`src/verilog/ccu_pkg.sv`:
```
/*
 * Shared sizes and encodings for the core communications unit.
 * Every RTL module and the testbench import this package by wildcard.
 * Line, word and requestor counts are fixed here and nowhere else.
 */

`default_nettype none

package ccu_pkg;

    // Byte address and bus word sizes
    localparam int ADDR_WIDTH    = 32;
    localparam int WORD_WIDTH    = 32;

    // A line is four bus words
    localparam int LINE_WORDS    = 4;
    localparam int LINE_WIDTH    = WORD_WIDTH * LINE_WORDS;

    // Number of requestors sharing the bus and the width of their index
    localparam int ARB_DEPTH     = 3;
    localparam int ARB_IDX_WIDTH = 2;

    // Length field holds the word count minus one
    localparam int LEN_WIDTH     = 2;
    localparam int BEAT_WIDTH    = 2;

    // Function code handed from the arbiter to the BIU
    typedef enum logic {
        BIU_FUNC_READ  = 1'b0,
        BIU_FUNC_WRITE = 1'b1
    } biu_func_t;

    typedef enum logic [1:0] {
        ARB_IDLE = 2'b00,
        ARB_BUSY = 2'b01,
        ARB_DONE = 2'b10
    } arb_state_t;

    // BIU_BEAT covers every beat of a command, cyc is high throughout
    typedef enum logic [1:0] {
        BIU_IDLE = 2'b00,
        BIU_BEAT = 2'b01,
        BIU_DONE = 2'b10
    } biu_state_t;

endpackage

`default_nettype wire
```
`src/verilog/ccu_top.sv`:
```
/*
 * Top level of the core communications unit.
 * Requestors connect on the packed ccu ports, the memory on the bus ports.
 */

`timescale 1ns/1ps
`default_nettype none

module ccu_top import ccu_pkg::*; (
    input  logic                            clk,
    input  logic                            i_reset,

    // Requestor ports
    input  logic [ARB_DEPTH-1:0]            i_ccu_valid,
    input  logic [ARB_DEPTH-1:0]            i_ccu_we,
    input  logic [ARB_DEPTH*LEN_WIDTH-1:0]  i_ccu_len,
    input  logic [ARB_DEPTH*ADDR_WIDTH-1:0] i_ccu_addr,
    input  logic [ARB_DEPTH*LINE_WIDTH-1:0] i_ccu_data,
    output logic [ARB_DEPTH-1:0]            o_ccu_done,
    output logic [ARB_DEPTH-1:0]            o_ccu_grant,
    output logic [LINE_WIDTH-1:0]           o_ccu_data,

    // Memory bus ports
    input  logic                            i_bus_ack,
    input  logic [WORD_WIDTH-1:0]           i_bus_rdata,
    output logic                            o_bus_cyc,
    output logic                            o_bus_we,
    output logic [ADDR_WIDTH-1:0]           o_bus_addr,
    output logic [WORD_WIDTH-1:0]           o_bus_wdata
);

    // Arbiter to BIU command and the BIU's reply
    logic                   biu_en;
    biu_func_t              biu_func;
    logic [LEN_WIDTH-1:0]   biu_len;
    logic [ADDR_WIDTH-1:0]  biu_addr;
    logic [LINE_WIDTH-1:0]  biu_wline;
    logic                   biu_done;
    logic [LINE_WIDTH-1:0]  biu_rline;

    ccu_arb ccu_arb_inst (
        .clk         (clk),
        .i_reset     (i_reset),
        .i_ccu_valid (i_ccu_valid),
        .i_ccu_we    (i_ccu_we),
        .i_ccu_len   (i_ccu_len),
        .i_ccu_addr  (i_ccu_addr),
        .i_ccu_data  (i_ccu_data),
        .o_ccu_done  (o_ccu_done),
        .o_ccu_grant (o_ccu_grant),
        .o_ccu_data  (o_ccu_data),
        .i_biu_done  (biu_done),
        .i_biu_data  (biu_rline),
        .o_biu_en    (biu_en),
        .o_biu_func  (biu_func),
        .o_biu_len   (biu_len),
        .o_biu_addr  (biu_addr),
        .o_biu_data  (biu_wline)
    );

    ccu_biu ccu_biu_inst (
        .clk         (clk),
        .i_reset     (i_reset),
        .i_biu_en    (biu_en),
        .i_biu_func  (biu_func),
        .i_biu_len   (biu_len),
        .i_biu_addr  (biu_addr),
        .i_biu_data  (biu_wline),
        .o_biu_done  (biu_done),
        .o_biu_data  (biu_rline),
        .i_bus_ack   (i_bus_ack),
        .i_bus_rdata (i_bus_rdata),
        .o_bus_cyc   (o_bus_cyc),
        .o_bus_we    (o_bus_we),
        .o_bus_addr  (o_bus_addr),
        .o_bus_wdata (o_bus_wdata)
    );

endmodule

`default_nettype wire

```
`src/verilog/ccu_biu.sv`:
```
/*
 * Bus interface unit between the arbiter and the word-wide memory bus.
 * One line command is split into len+1 single-word beats at consecutive
 * word addresses. Read words are gathered into a line register and
 * handed back with a one-cycle done pulse.
 */

`timescale 1ns/1ps
`default_nettype none

module ccu_biu import ccu_pkg::*; (
    input  logic                    clk,
    input  logic                    i_reset,

    // Command from the arbiter
    input  logic                    i_biu_en,
    input  biu_func_t               i_biu_func,
    input  logic [LEN_WIDTH-1:0]    i_biu_len,
    input  logic [ADDR_WIDTH-1:0]   i_biu_addr,
    input  logic [LINE_WIDTH-1:0]   i_biu_data,
    output logic                    o_biu_done,
    output logic [LINE_WIDTH-1:0]   o_biu_data,

    // Memory bus
    input  logic                    i_bus_ack,
    input  logic [WORD_WIDTH-1:0]   i_bus_rdata,
    output logic                    o_bus_cyc,
    output logic                    o_bus_we,
    output logic [ADDR_WIDTH-1:0]   o_bus_addr,
    output logic [WORD_WIDTH-1:0]   o_bus_wdata
);

    biu_state_t                 state_r;
    biu_state_t                 state_next;
    logic [BEAT_WIDTH-1:0]      beat_r;
    logic                       beat_last;
    logic                       start;
    logic                       beat_done;

    // Latched command
    biu_func_t                  func_r;
    logic [LEN_WIDTH-1:0]       len_r;
    logic [ADDR_WIDTH-1:0]      addr_r;
    logic [LINE_WIDTH-1:0]      wline_r;
    logic [LINE_WIDTH-1:0]      rline_r;

    assign start     = (state_r == BIU_IDLE) && i_biu_en;
    assign beat_done = o_bus_cyc && i_bus_ack;
    assign beat_last = (beat_r == len_r);

    always_comb begin
        state_next = state_r;
        case (state_r)
            BIU_IDLE: begin
                if (i_biu_en) begin
                    state_next = BIU_BEAT;
                end
            end
            BIU_BEAT: begin
                if (beat_done && beat_last) begin
                    state_next = BIU_DONE;
                end
            end
            BIU_DONE: state_next = BIU_IDLE;
            default:  state_next = BIU_IDLE;
        endcase
    end

    // The beat counter restarts with each command and steps on every ack
    always_ff @(posedge clk) begin
        if (i_reset) begin
            state_r <= BIU_IDLE;
            beat_r  <= '0;
        end else begin
            state_r <= state_next;
            if (start) begin
                beat_r <= '0;
            end else if (beat_done) begin
                beat_r <= beat_r + 1'b1;
            end
        end
    end

    // Line address has its low four bits forced to zero
    always_ff @(posedge clk) begin
        if (start) begin
            func_r  <= i_biu_func;
            len_r   <= i_biu_len;
            addr_r  <= i_biu_addr & ~ADDR_WIDTH'(LINE_WORDS * (WORD_WIDTH / 8) - 1);
            wline_r <= i_biu_data;
        end
    end

    // Cleared at start so words past len come back as zero
    always_ff @(posedge clk) begin
        if (start) begin
            rline_r <= '0;
        end else if (beat_done && func_r == BIU_FUNC_READ) begin
            rline_r[beat_r*WORD_WIDTH +: WORD_WIDTH] <= i_bus_rdata;
        end
    end

    // Bus signals come straight from registers and hold while waiting for ack
    assign o_bus_cyc   = (state_r == BIU_BEAT);
    assign o_bus_we    = o_bus_cyc && (func_r == BIU_FUNC_WRITE);
    assign o_bus_addr  = addr_r + ADDR_WIDTH'({beat_r, 2'b00});
    assign o_bus_wdata = wline_r[beat_r*WORD_WIDTH +: WORD_WIDTH];

    assign o_biu_done  = (state_r == BIU_DONE);
    assign o_biu_data  = rline_r;

endmodule

`default_nettype wire

```
`src/verilog/ccu_arb.sv`:
```
/*
 * Fixed priority arbiter in front of the bus interface unit.
 * Requestor 0 wins over 1, and 1 over 2. The winner gets a one-cycle grant,
 * its command is registered toward the BIU, and a one-cycle done pulse plus
 * the returned line go back to that requestor alone.
 */

`timescale 1ns/1ps
`default_nettype none

module ccu_arb import ccu_pkg::*; (
    input  logic                            clk,
    input  logic                            i_reset,

    // Requestor side, one slice per requestor
    input  logic [ARB_DEPTH-1:0]            i_ccu_valid,
    input  logic [ARB_DEPTH-1:0]            i_ccu_we,
    input  logic [ARB_DEPTH*LEN_WIDTH-1:0]  i_ccu_len,
    input  logic [ARB_DEPTH*ADDR_WIDTH-1:0] i_ccu_addr,
    input  logic [ARB_DEPTH*LINE_WIDTH-1:0] i_ccu_data,
    output logic [ARB_DEPTH-1:0]            o_ccu_done,
    output logic [ARB_DEPTH-1:0]            o_ccu_grant,
    output logic [LINE_WIDTH-1:0]           o_ccu_data,

    // BIU side
    input  logic                            i_biu_done,
    input  logic [LINE_WIDTH-1:0]           i_biu_data,
    output logic                            o_biu_en,
    output biu_func_t                       o_biu_func,
    output logic [LEN_WIDTH-1:0]            o_biu_len,
    output logic [ADDR_WIDTH-1:0]           o_biu_addr,
    output logic [LINE_WIDTH-1:0]           o_biu_data
);

    arb_state_t                 state_r;
    arb_state_t                 state_next;
    logic [ARB_DEPTH-1:0]       arb_select;
    logic [ARB_IDX_WIDTH-1:0]   arb_idx;
    logic [ARB_IDX_WIDTH-1:0]   idx_r;
    logic [ARB_DEPTH-1:0]       arb_grant;
    logic [ARB_DEPTH-1:0]       arb_done;
    logic                       biu_en;
    biu_func_t                  sel_func;

    // Isolate the lowest set valid bit, so bit 0 has the highest priority
    assign arb_select = i_ccu_valid & (~i_ccu_valid + 1'b1);

    // One-hot pick to binary index
    always_comb begin
        arb_idx = '0;
        for (int i = 0; i < ARB_DEPTH; i++) begin
            if (arb_select[i]) begin
                arb_idx = ARB_IDX_WIDTH'(i);
            end
        end
    end

    // The index is frozen once the FSM leaves idle and steers all muxes below
    always_ff @(posedge clk) begin
        if (state_r == ARB_IDLE) begin
            idx_r <= arb_idx;
        end
    end

    // Idle waits for any request, busy waits for the BIU, done lasts one cycle
    always_comb begin
        state_next = state_r;
        case (state_r)
            ARB_IDLE: begin
                if (arb_select != '0) begin
                    state_next = ARB_BUSY;
                end
            end
            ARB_BUSY: begin
                if (i_biu_done) begin
                    state_next = ARB_DONE;
                end
            end
            ARB_DONE: state_next = ARB_IDLE;
            default:  state_next = ARB_IDLE;
        endcase
    end

    always_ff @(posedge clk) begin
        if (i_reset) begin
            state_r <= ARB_IDLE;
        end else begin
            state_r <= state_next;
        end
    end

    // Grant goes out while idle, done and the BIU enable only while busy
    always_comb begin
        arb_grant = '0;
        arb_done  = '0;
        biu_en    = 1'b0;
        case (state_r)
            ARB_IDLE: begin
                arb_grant = arb_select;
            end
            ARB_BUSY: begin
                arb_done[idx_r] = i_biu_done;
                biu_en          = i_ccu_valid[idx_r] && !i_biu_done;
            end
            default: begin
                arb_grant = '0;
            end
        endcase
    end

    always_ff @(posedge clk) begin
        if (i_reset) begin
            o_ccu_grant <= '0;
            o_ccu_done  <= '0;
            o_biu_en    <= 1'b0;
        end else begin
            o_ccu_grant <= arb_grant;
            o_ccu_done  <= arb_done;
            o_biu_en    <= biu_en;
        end
    end

    // Write flag of the selected requestor becomes the BIU function code
    assign sel_func = i_ccu_we[idx_r] ? BIU_FUNC_WRITE : BIU_FUNC_READ;

    // Command fields follow the selected slice every cycle
    always_ff @(posedge clk) begin
        o_biu_func <= sel_func;
        o_biu_len  <= i_ccu_len[idx_r*LEN_WIDTH +: LEN_WIDTH];
        o_biu_addr <= i_ccu_addr[idx_r*ADDR_WIDTH +: ADDR_WIDTH];
        o_biu_data <= i_ccu_data[idx_r*LINE_WIDTH +: LINE_WIDTH];
    end

    // Line is captured alongside the done pulse and held until the next one
    always_ff @(posedge clk) begin
        if (i_biu_done) begin
            o_ccu_data <= i_biu_data;
        end
    end

endmodule

`default_nettype wire

```
`config.mk`:
```
export PLATFORM = sky130hd
export DESIGN_NAME = ccu_top
export DESIGN_NICKNAME = d
export VERILOG_FILES = /design/src/verilog/ccu_pkg.sv /design/src/verilog/ccu_top.sv /design/src/verilog/ccu_biu.sv /design/src/verilog/ccu_arb.sv
export SDC_FILE = /design/constraint.sdc
export NUM_CORES = 1
export LEC_CHECK = 0
export BUFFER_PORTS_ARGS = -buffer_cell sky130_fd_sc_hd__clkbuf_2
export CAP_MARGIN = 10
export CORE_AREA = 2 2 284 286
export CTS_CLUSTER_SIZE = 12
export DETAILED_ROUTE_END_ITERATION = 10
export DIE_AREA = 0 0 286 288
export PLACE_DENSITY = 0.54
export SLEW_MARGIN = 20
export SYNTH_ARGS = -nofsm -noshare
export SYNTH_HDL_FRONTEND = slang
export SYNTH_HIERARCHICAL = 1
export SYNTH_SLANG_ARGS = --single-unit
```
`constraint.sdc`:
```
create_clock -name clk -period 10.6 [get_ports clk]
set_clock_uncertainty 0.15 [all_clocks]
set_input_delay 3.18 -clock clk [delete_from_list [all_inputs] [get_ports clk]]
set_output_delay 3.18 -clock clk [all_outputs]
set_load 0.03 [all_outputs]
```
After elaboration in Yosys (flattened, before gate mapping):

Index checks and enable logic that the tools add are counted.

* shift operators: 6
* bitwise gates (word level): 6
* eq/ne operators: 8
* muxes and demuxes: 15
* magnitude comparators: 2
* add/subtract/negate cells: 4
* reductions and logical operators: 16

Operators with widths (count)
* 384-bit by 10-bit variable part select with 128-bit output: 1
* 128-bit bitwise mux: 1
* 32-bit by 34-bit variable shift with 128-bit output (first input constant): 1
* 128-bit by 8-bit variable part select with 32-bit output: 1
* 32-bit by 34-bit variable part select with 128-bit output: 1
* 96-bit by 8-bit variable part select with 32-bit output: 1
* 7-bit negator with 34-bit output: 1
* 32-bit by 4-bit adder with 32-bit output: 1
* 2-bit two-way mux: 4
* 2-bit one-hot mux with 2 select lines: 2
* 1-bit logical AND: 7
* 3-bit AND: 2
* 2-bit inequality test (second input constant): 3
* 2-bit OR reduction: 3
* 6-bit by 4-bit variable part select with 2-bit output: 1
* 1-bit two-way mux: 5
* 1-bit binary-select mux with 2-bit select: 2
* 2-bit by 1-bit == test with 1-bit output (second input constant): 2
* 2-bit logical NOT: 2
* 2-bit AND reduction: 2
* 3-bit by 1-bit adder with 3-bit output (second input constant): 1
* 2-bit by 3-bit < comparator with 1-bit output (second input constant): 1
* 1-bit inverter: 3
* 3-bit inverter: 1
* 8 further kinds: 8

* output and inout bits: 200
* flip-flop bits (word level): 593
* bits of input ports: 527
* logic and storage cells: 74

Depth between registers and ports, before layout:

Gate-level depths: netlist of the first run.

* word-level depth: 6
* mapped depth: 10
* mapped depth without buffers: 5

Cells and area by module:

Netlist of the first run, hierarchy kept.

By module, submodules not included
* ccu_biu: area each 11159.5 um^2, cells each 833, seq. area each 7417.1 um^2, times used 1
* ccu_arb: area each 10887.9 um^2, cells each 868, seq. area each 7347.0 um^2, times used 1

Worst setup path after synthesis of the first run:

No wires, ideal clock.

* path kind: flip-flop to flip-flop
* start: register ccu_biu_inst.state_r[0]
* end: register ccu_arb_inst.o_ccu_done[1]
* cell stages (with the launch flop): 4
* path buffers: 0
* setup time: 0.107 ns
* data required time: 10.343 ns
* path slack: 3.145 ns
* data arrival time: 7.199 ns
* period minus slack after synthesis: 7.455 ns
* cells stage by stage: dfxtp_1 -> nor2b_1 -> nand3_1 -> nor3b_1

* cells in the longest elaborated chain, start to end: 2

RTL lines
* start, declared: RTL line ccu_biu.sv:33 `biu_state_t state_r;`
* start signal, assigned: RTL line ccu_biu.sv:75 `state_r <= state_next;`
* 2-bit == test: RTL line ccu_biu.sv:109 `assign o_biu_done = (state_r == BIU_DONE);`
* via biu_done: RTL line ccu_top.sv:38 `logic biu_done;`
* 3-bit AND (no source line)
* end signal, assigned: RTL line ccu_arb.sv:118 `o_ccu_done <= arb_done;`
* end, declared: RTL line ccu_arb.sv:21 `output logic [ARB_DEPTH-1:0] o_ccu_done,`

The timed path passes the listed nets, and every way through them passes these cells.
A chain may end at the register's enable or synchronous reset.

Final worst setup path of the first run:

* start: register ccu_biu_inst.beat_r[0]
* end: output port o_bus_wdata[25]

* cells in the longest elaborated chain, start to end: 1

RTL lines
* start, declared: RTL line ccu_biu.sv:35 `logic [BEAT_WIDTH-1:0] beat_r;`
* start signal, assigned: RTL line ccu_biu.sv:79 `beat_r <= beat_r + 1'b1;`
* 128-bit by 8-bit variable part select with 32-bit output: RTL line ccu_biu.sv:107 `assign o_bus_wdata = wline_r[beat_r*WORD_WIDTH +: WORD_WIDTH];`
* end, declared: RTL line ccu_top.sv:29 `output logic [WORD_WIDTH-1:0] o_bus_wdata`

Every way passes these cells.

==> run metrics, run 1 <==
CTS max path bufs=3; global route total overflow=0; Startpoint Class=register; Max-slew headroom=25.69%; DP HPWL=58.59 mm; share of cells above drive strength 1=about 37%; initial antenna violation count=22; Initial DRT Pass Iterations=5; post-route ant nets=0; area growth from synthesis to layout=29.15%; latest clock arrival within the worst-skew pair=between 0.5 and 0.6 ns; Routed WL=78.16 mm; clk sinks=~590; sw frac=24.73%; maxcap violations=0; P_sw=1.360 mW; clk root buf=clkbuf_16; Worst R2R End=ccu_biu_inst/o_biu_data[4]; Die Footprint=82,370 sq um; via/cell ratio=4.663; synthesized area=21,890 sq um; # IOs=about 730; global-route wire length before repair=roughly 110 mm; TritonCTS Buffers=66; crit path DAT=2.53 ns; Cell Int Power=between 4 and 5 mW; wire per inst=22.56 um; RR Startpoint=ccu_biu_inst/state_r[0]; Reg area=14,690 sq um; Slew Viols, Final=0; 1st-iter DRT viols=922; R2R depth=6; Worst-path clk slew=0.06 ns; number of setup buffers added after CTS=0; nets=~2.9k; clock share of power=39.9%; final worst path period share=55.30%; hold_buf cts=0; Setup crit end kind=output pin; TritonCTS clock tree=built; core area=79,640 sq um; Fillers=7,982; worst setup path endpoint=o_bus_wdata[25]; area occupied by multi-input gates=6256 sq um; Placer Congestion=0.9127; commonest cells after routing, fill and taps aside=clkbuf_2, dfxtp_1, edfxtp_1; htree depth=3; Site Rows=104; Hold Path Class=register to register; Die Y=288 um; # port buffers=712; most common cell after layout, fill and taps aside=clkbuf_2; Mean Syn Cell Area=around 13 sq um; sequential share of power=48.8%; post-layout util=~36%; R2R Setup Slk=6.85 ns; initial core utilization=roughly 27%; Leak Pwr=around 11 nW; Tmin final=5.862 ns; total track usage=18.36%; Final Hold Viols=0; number of global-route vias before repair=16.42k; largest net degree at the start of global routing=roughly 130; kind of critical path=register to output pin; Total Negative Setup Slacks=0 ns; Power per Cell Area=194.4 nW/um^2; post-cts sizing count=0; RSZ-0062 raised after global routing=no; worst-margin pin slew=between 1 and 1.5 ns; maximum vdd ir drop=between 0.09 and 0.1 mV; beginning of the critical path=ccu_biu_inst/beat_r[0]; Die W=about 290 um; # DRC=0; yosys warns=6; Max FO, Critical Path=42; WP data required=7.27 ns; Syn Inst Count=1,685; highest clock rate=~0.17 GHz; worst hold path cell count=0; outcome=complete, no violations; logic gate share of total power=11.3%; Setup violations, final=0; vias=16.16k
routing by layer:
| metal | vias to the layer above | share of wire [%] | GRT usage (%) |
|---|---|---|---|
| met4 | 16 | 3.5 | 7.055 |
| met1 | 7751 | 39 | 21.56 |
| met2 | 693 | 50 | 32.06 |
| li1 | 7562 | - | - |
| met5 | - | 0.13 | 0 |
| met3 | 134 | 7.8 | 4.739 |
area by class of cell:
| type | count | share of cell area (%) |
|---|---|---|
| Clock buffer | 104 | 6.925 |
| Timing Repair Buffer | 734 | 13.19 |
| Multi-Input combinational cell | 911 | 22.13 |
| Tap cell | 1060 | 4.691 |
| Inverter | 41 | 0.5885 |
| Clock inverter | 16 | 0.4425 |
| Sequential cell | 589 | 51.95 |
| Antenna cell | 10 | 0.08850 |
power groups by stage:
stage | Combinational (mW) | Clock (mW) | Sequential, mW
CTS | 0.633 | 2.26 | 2.69
finish | 0.621 | 2.20 | 2.68
global placement | 0.624 | 0 | 2.73
floorplan | 0.364 | 0 | 2.71
global route | 0.676 | 2.35 | 2.70
detailed placement | 0.632 | 0 | 2.73
critical path, stage by stage (launching register included):
cell	delay, ns
dfxtp_4	0.95
mux4_2	0.69
clkbuf_2	0.23
state kept, by name (all words and copies together) (netlist names):
register and count:
ccu_arb_inst/o_biu_len 2, ccu_arb_inst/o_biu_func 1, ccu_arb_inst/idx_r 2, ccu_biu_inst/func_r 1
ccu_arb_inst/o_ccu_data 128, ccu_arb_inst/o_biu_data 128, ccu_biu_inst/wline_r 128, ccu_arb_inst/o_biu_en 1
ccu_biu_inst/beat_r 2, ccu_arb_inst/o_biu_addr 28, ccu_biu_inst/len_r 2, ccu_biu_inst/o_biu_data 128
ccu_arb_inst/state_r 2, ccu_biu_inst/state_r 2, ccu_biu_inst/addr_r 28, ccu_arb_inst/o_ccu_grant 3
ccu_arb_inst/o_ccu_done 3
worst min-delay path by stage:
stage / from / to
detailed placement: ccu_arb_inst/o_biu_addr[31] / ccu_biu_inst/addr_r[31]
global placement: ccu_arb_inst/o_biu_data[49] / ccu_biu_inst/wline_r[49]
finish: ccu_arb_inst/o_biu_data[69] / ccu_biu_inst/wline_r[69]
global route: ccu_arb_inst/o_biu_data[119] / ccu_biu_inst/wline_r[119]
floorplan: ccu_arb_inst/o_biu_addr[10] / ccu_biu_inst/addr_r[10]
CTS: ccu_arb_inst/o_biu_data[99] / ccu_biu_inst/wline_r[99]
metrics by stage:
step           power [mW]  hold slack (ns)  worst slack, ns  cell area [sq um]  std cells
2_1_floorplan       3.077           0.2355            3.145              21900       1686
3_3_place_gp        3.351           0.2362            5.095              26170       3335
3_5_place_dp        3.365           0.2387            5.030              26170       3335
4_1_cts             5.574           0.2431            4.574              28250       3455
5_1_grt             5.722           0.2561            4.546              28260       3458
6_report            5.497           0.2433            4.738              28270       3465
Note: power is estimated with default switching activity, not from simulation.
==> run 2: changes to the inputs <==
- PLACE_DENSITY: 0.54 -> 0.56
- clock period: 10.6 -> 4.94 ns (I/O delays scaled with it)
==> run 2 against run 1 <==
Via count increased by 0.16%. Power increased by 120%. Worst setup slack got worse by 4.0 ns. Global-route usage decreased by 0.14 points. First-iteration DRC count increased by 6.3%. Hold slack improved by 0.00080 ns. Sequential power increased by 120%. Utilization increased by 0.14 points. Sequential share of layout area decreased by 0.20 points. Flip-flop and latch count unchanged. Register-to-register slack got worse by 5.3 ns. Largest power group unchanged. Highest routed layer unchanged.
==> run metrics, run 2 (synthesized netlist as in run 1, its figures left out) <==
# DRC=0; TritonCTS Buffers=67; Setup crit end kind=output pin; # IOs=727; fin area=28,390 sq um; largest net degree at the start of global routing=~170; clk sinks=around 600; Placed Instance Area=26,250 sq um; Routed WL=just under 80 mm; post-route setup slack=roughly 0.7 ns; Hold Path Class=register to register; global route total overflow=0; Placer Congestion=0.9262; clock share of power=40.2%; Fillers=7,981; most common cell after layout, fill and taps aside=clkbuf_2; commonest cells after routing, fill and taps aside=clkbuf_2, dfxtp_1, edfxtp_1; RSZ-0062 raised after global routing=no; clk root buf=clkbuf_16; final worst path period share=~86%; P_sw=3.012 mW; post-cts sizing count=0; share of cells above drive strength 1=36.93%; initial core utilization=27.49%; WP data required=3.31 ns; nets=2,877; CP top delay family=flip-flops; htree depth=3; Power Total=11.87 mW; TritonCTS clock tree=built; highest clock rate=0.2360 GHz; Slew Viols, Final=0; crit path DAT=2.61 ns; Site Rows=104; CP bufs+invs=2; core area=79,640 sq um; Die Footprint=between 80,000 and 90,000 sq um; Initial DRT Pass Iterations=5; 1st-iter DRT viols=980; CTS max path bufs=3; vias=16.18k; sw frac=25.37%; CP peak stage delay=0.93 ns; Power per Cell Area=418.3 nW/um^2; Final Hold Viols=0; wire per inst=22.60 um; area growth from synthesis to layout=29.67%; Die Y=288 um; minimum hold slack=0.2441 ns; maximum vdd ir drop=around 0.28 mV; number of global-route vias before repair=16.38k; Worst path slowest cell=dfxtp_4; via/cell ratio=approximately 4.7; Tmin final=4.238 ns; total track usage=a little under a fifth; latest clock arrival within the worst-skew pair=0.60 ns; post-layout util=35.65%; Startpoint Class=register; Worst-path clk slew=0.06 ns; # port buffers=712; initial antenna violation count=22; kind of critical path=register to output pin; hold_buf cts=0; final std cells w/o fill=3,465; CP Cell Sequence=buf_4, mux4_2, clkbuf_2; DP Cell Count=3,336; worst-margin pin slew=1.155 ns; DP HPWL=58.44 mm; sequential share of power=between 40% and 50%; post-route ant nets=0; logic gate share of total power=between 10% and 20%; Leak Pwr=11.19 nW; Total Negative Setup Slacks=0 ns; number of setup buffers added after CTS=0; pre-CTS setup slack=approximately 1.2 ns; Max-slew headroom=between 20% and 30%; maxcap violations=0; Setup violations, final=0; outcome=complete, no violations; Die W=286 um; Max FO, Critical Path=37; global-route wire length before repair=109.7 mm; Cell Int Power=about 8.9 mW
[run 2: changes by cell type in the layout (fill, tap and decap cells not counted), sizes merged]
cell	before	now
buf	22	23
bufinv	1	0
clkbuf	816	812
clkinv	11	18
diode	10	6
inv	44	45
[run 2: worst paths after layout]
path	from	to	slack, ns	depth (start not counted)
max	ccu_biu_inst/beat_r[0]	o_bus_wdata[16]	0.70	3
min	ccu_arb_inst/o_biu_data[19]	ccu_biu_inst/wline_r[19]	0.24	0
max reg2reg	ccu_biu_inst/beat_r[0]	ccu_biu_inst/o_biu_data[89]	1.53	6
min reg2reg	ccu_arb_inst/o_biu_data[19]	ccu_biu_inst/wline_r[19]	0.24	0
[run 2: power by group through the flow]
stage | logic (mW) | clock network, mW | registers, mW
floorplan | 0.781 | 0 | 5.82
global placement | 1.33 | 0 | 5.86
detailed placement | 1.35 | 0 | 5.87
CTS | 1.36 | 4.88 | 5.77
global route | 1.45 | 5.06 | 5.80
finish | 1.33 | 4.78 | 5.77
[run 2: worst reg2reg max path, stage by stage (launching register included)]
cell and delay [ns]:
dfxtp_4 0.93, inv_1 0.31, ha_1 0.29, buf_4 0.27
inv_1 0.89, o21ai_0 0.28, a21oi_1 0.21
[run 2: layout make-up]
class | instances | area [sq um] | area share [%]
inverters | 41 | 166.4 | 0.5862
clock inverters | 23 | 173.9 | 0.6127
multi-input cells | 911 | 6256 | 22.04
clock buffers | 100 | 1947 | 6.858
diodes | 6 | 15.01 | 0.05289
repair buffers | 735 | 3811 | 13.43
well taps | 1060 | 1326 | 4.672
flip-flops and latches | 589 | 14690 | 51.75
[run 2: layer usage]
layer  global-route usage [%]  share of wire (%)  vias to the layer above
met1                    21.72                 39                     7771
li1                         -                  -                     7564
met2                    32.00                 51                      715
met4                    5.890                2.2                       12
met3                    4.612                7.6                      120
met5                        0               0.11                        -
==> run 3: changes to the inputs <==
- REMOVE_ABC_BUFFERS: unset -> 1
==> run 3 against run 2 <==
Hold slack worse by 0.014 ns. Largest cell class unchanged. Flip-flop and latch count stayed put. Routed wire length down 7.4%. Global-route usage decreased by 1.5 points. Combinational power is essentially flat. Clock-buffer cell count down 2. Critical endpoint is now o_bus_wdata[6]. Register-to-register slack worse by 0.06 ns. Critical path depth unchanged. Final cell count is 0.26% lower. Via count rose by 0.50%.
==> run metrics, run 3 (synthesized netlist as in run 1, its figures left out) <==
outcome=complete, no violations; CP peak stage delay=0.91 ns; crit path DAT=approximately 2.6 ns; WP data required=3.31 ns; clk root buf=clkbuf_16; area growth from synthesis to layout=28.76%; CP Cell Sequence=buf_4, mux4_2, clkbuf_2; TritonCTS Buffers=61; number of setup buffers added after CTS=0; R2R depth=5; DP HPWL=between 50 and 60 mm; Die Y=288 um; post-route ant nets=0; Hold Path End=ccu_biu_inst/addr_r[15]; worst hold path cell count=0; RR Startpoint=ccu_biu_inst/beat_r[0]; Tmin final=4.237 ns; post-cts sizing count=0; Final Hold Viols=0; core area=79,640 sq um; Power per Cell Area=406.5 nW/um^2; Startpoint Class=register; Die W=around 290 um; htree depth=2; Worst-path clk slew=0.07 ns; initial core utilization=27.49%; Placer Congestion=approximately 0.89; CTS max path bufs=3; worst-margin pin slew=1.182 ns; fin area=28,190 sq um; largest net degree at the start of global routing=165; clk sinks=589; # port buffers=712; nets=2,873; RSZ-0062 raised after global routing=no; share of cells above drive strength 1=a little under two fifths; via/cell ratio=4.706; Max FO, Critical Path=36; kind of critical path=register to output pin; Worst R2R End=ccu_biu_inst/o_biu_data[58]; commonest cells after routing, fill and taps aside=clkbuf_2, dfxtp_1, edfxtp_1; latest clock arrival within the worst-skew pair=between 0.6 and 0.7 ns; global-route wire length before repair=103.1 mm; post-layout util=around 35%; wire per inst=20.97 um; most common cell after layout, fill and taps aside=clkbuf_2; maximum vdd ir drop=between 0.2 and 0.25 mV; TritonCTS clock tree=built; Placed Instance Area=26,250 sq um; hold_buf cts=0; highest clock rate=0.2360 GHz; Worst path slowest cell=dfxtp_4; Initial DRT Pass Iterations=5; worst min-delay path startpoint=ccu_arb_inst/o_biu_addr[15]; Die Footprint=82,370 sq um; Leak Pwr=11.09 nW; Total Negative Setup Slacks=0 ns; number of global-route vias before repair=16.04k; global route total overflow=0; Setup crit end kind=output pin; Setup violations, final=0; Fillers=7,946; Routed WL=72.48 mm; # IOs=727; maxcap violations=0; # DRC=0; total track usage=16.75%; final worst path period share=between 80% and 90%; initial antenna violation count=15; 1st-iter DRT viols=between 1k and 1.5k; vias=roughly 16k; Hold Path Class=register to register; Power Total=11.46 mW; Slew Viols, Final=0; R2R Setup Slk=1.47 ns; beginning of the critical path=ccu_biu_inst/beat_r[0]; Max-slew headroom=21.21%; Site Rows=104; minimum hold slack=0.2298 ns
## run 3: area by class of cell
class | count | area (sq um) | share of cell area [%]
timing repair buffer | 737 | 3814 | 13.53
sequential | 589 | 14690 | 52.11
multi-input combinational | 911 | 6256 | 22.19
clock buffer | 98 | 1789 | 6.347
inverter | 41 | 166.4 | 0.5904
tap | 1060 | 1326 | 4.705
antenna | 5 | 12.51 | 0.04439
clock inverter | 15 | 135.1 | 0.4794
## run 3: layer usage
metal | vias up | global-route usage [%] | wire length, um
li1 | 7550 | - | -
met1 | 7795 | 20.06 | 28250
met2 | 786 | 29.84 | 36650
met3 | 128 | 3.867 | 5660
met4 | 4 | 4.895 | 1894
met5 | - | 0 | 27
## run 3: per-stage QoR
stage	setup slack (ns)	std cells
after floorplan	-8.831	1541
after global placement	1.224	3338
after detailed placement	1.221	3338
after CTS	0.5542	3451
after global routing	0.5018	3453
final	0.7035	3456
## run 3: where the power goes
group          switching, mW  internal, mW
registers              0.137          5.60
clock network           1.85          2.57
logic                  0.803         0.501
## run 3: worst max path at each step
stage,endpoint,slack [ns],depth (start not counted)
after floorplan,ccu_arb_inst/o_biu_addr[10],-8.83,3
after global placement,o_bus_wdata[4],1.22,3
after detailed placement,o_bus_wdata[24],1.22,3
after CTS,o_bus_wdata[24],0.55,3
after global routing,o_bus_wdata[4],0.50,3
final,o_bus_wdata[6],0.70,3
## run 3: worst max-delay path: cells and delay by family (launching register included)
family / cells / cell delay (ns)
multiplexers: 1 / 0.51
flip-flops: 1 / 0.91
buffers and inverters: 2 / 0.56
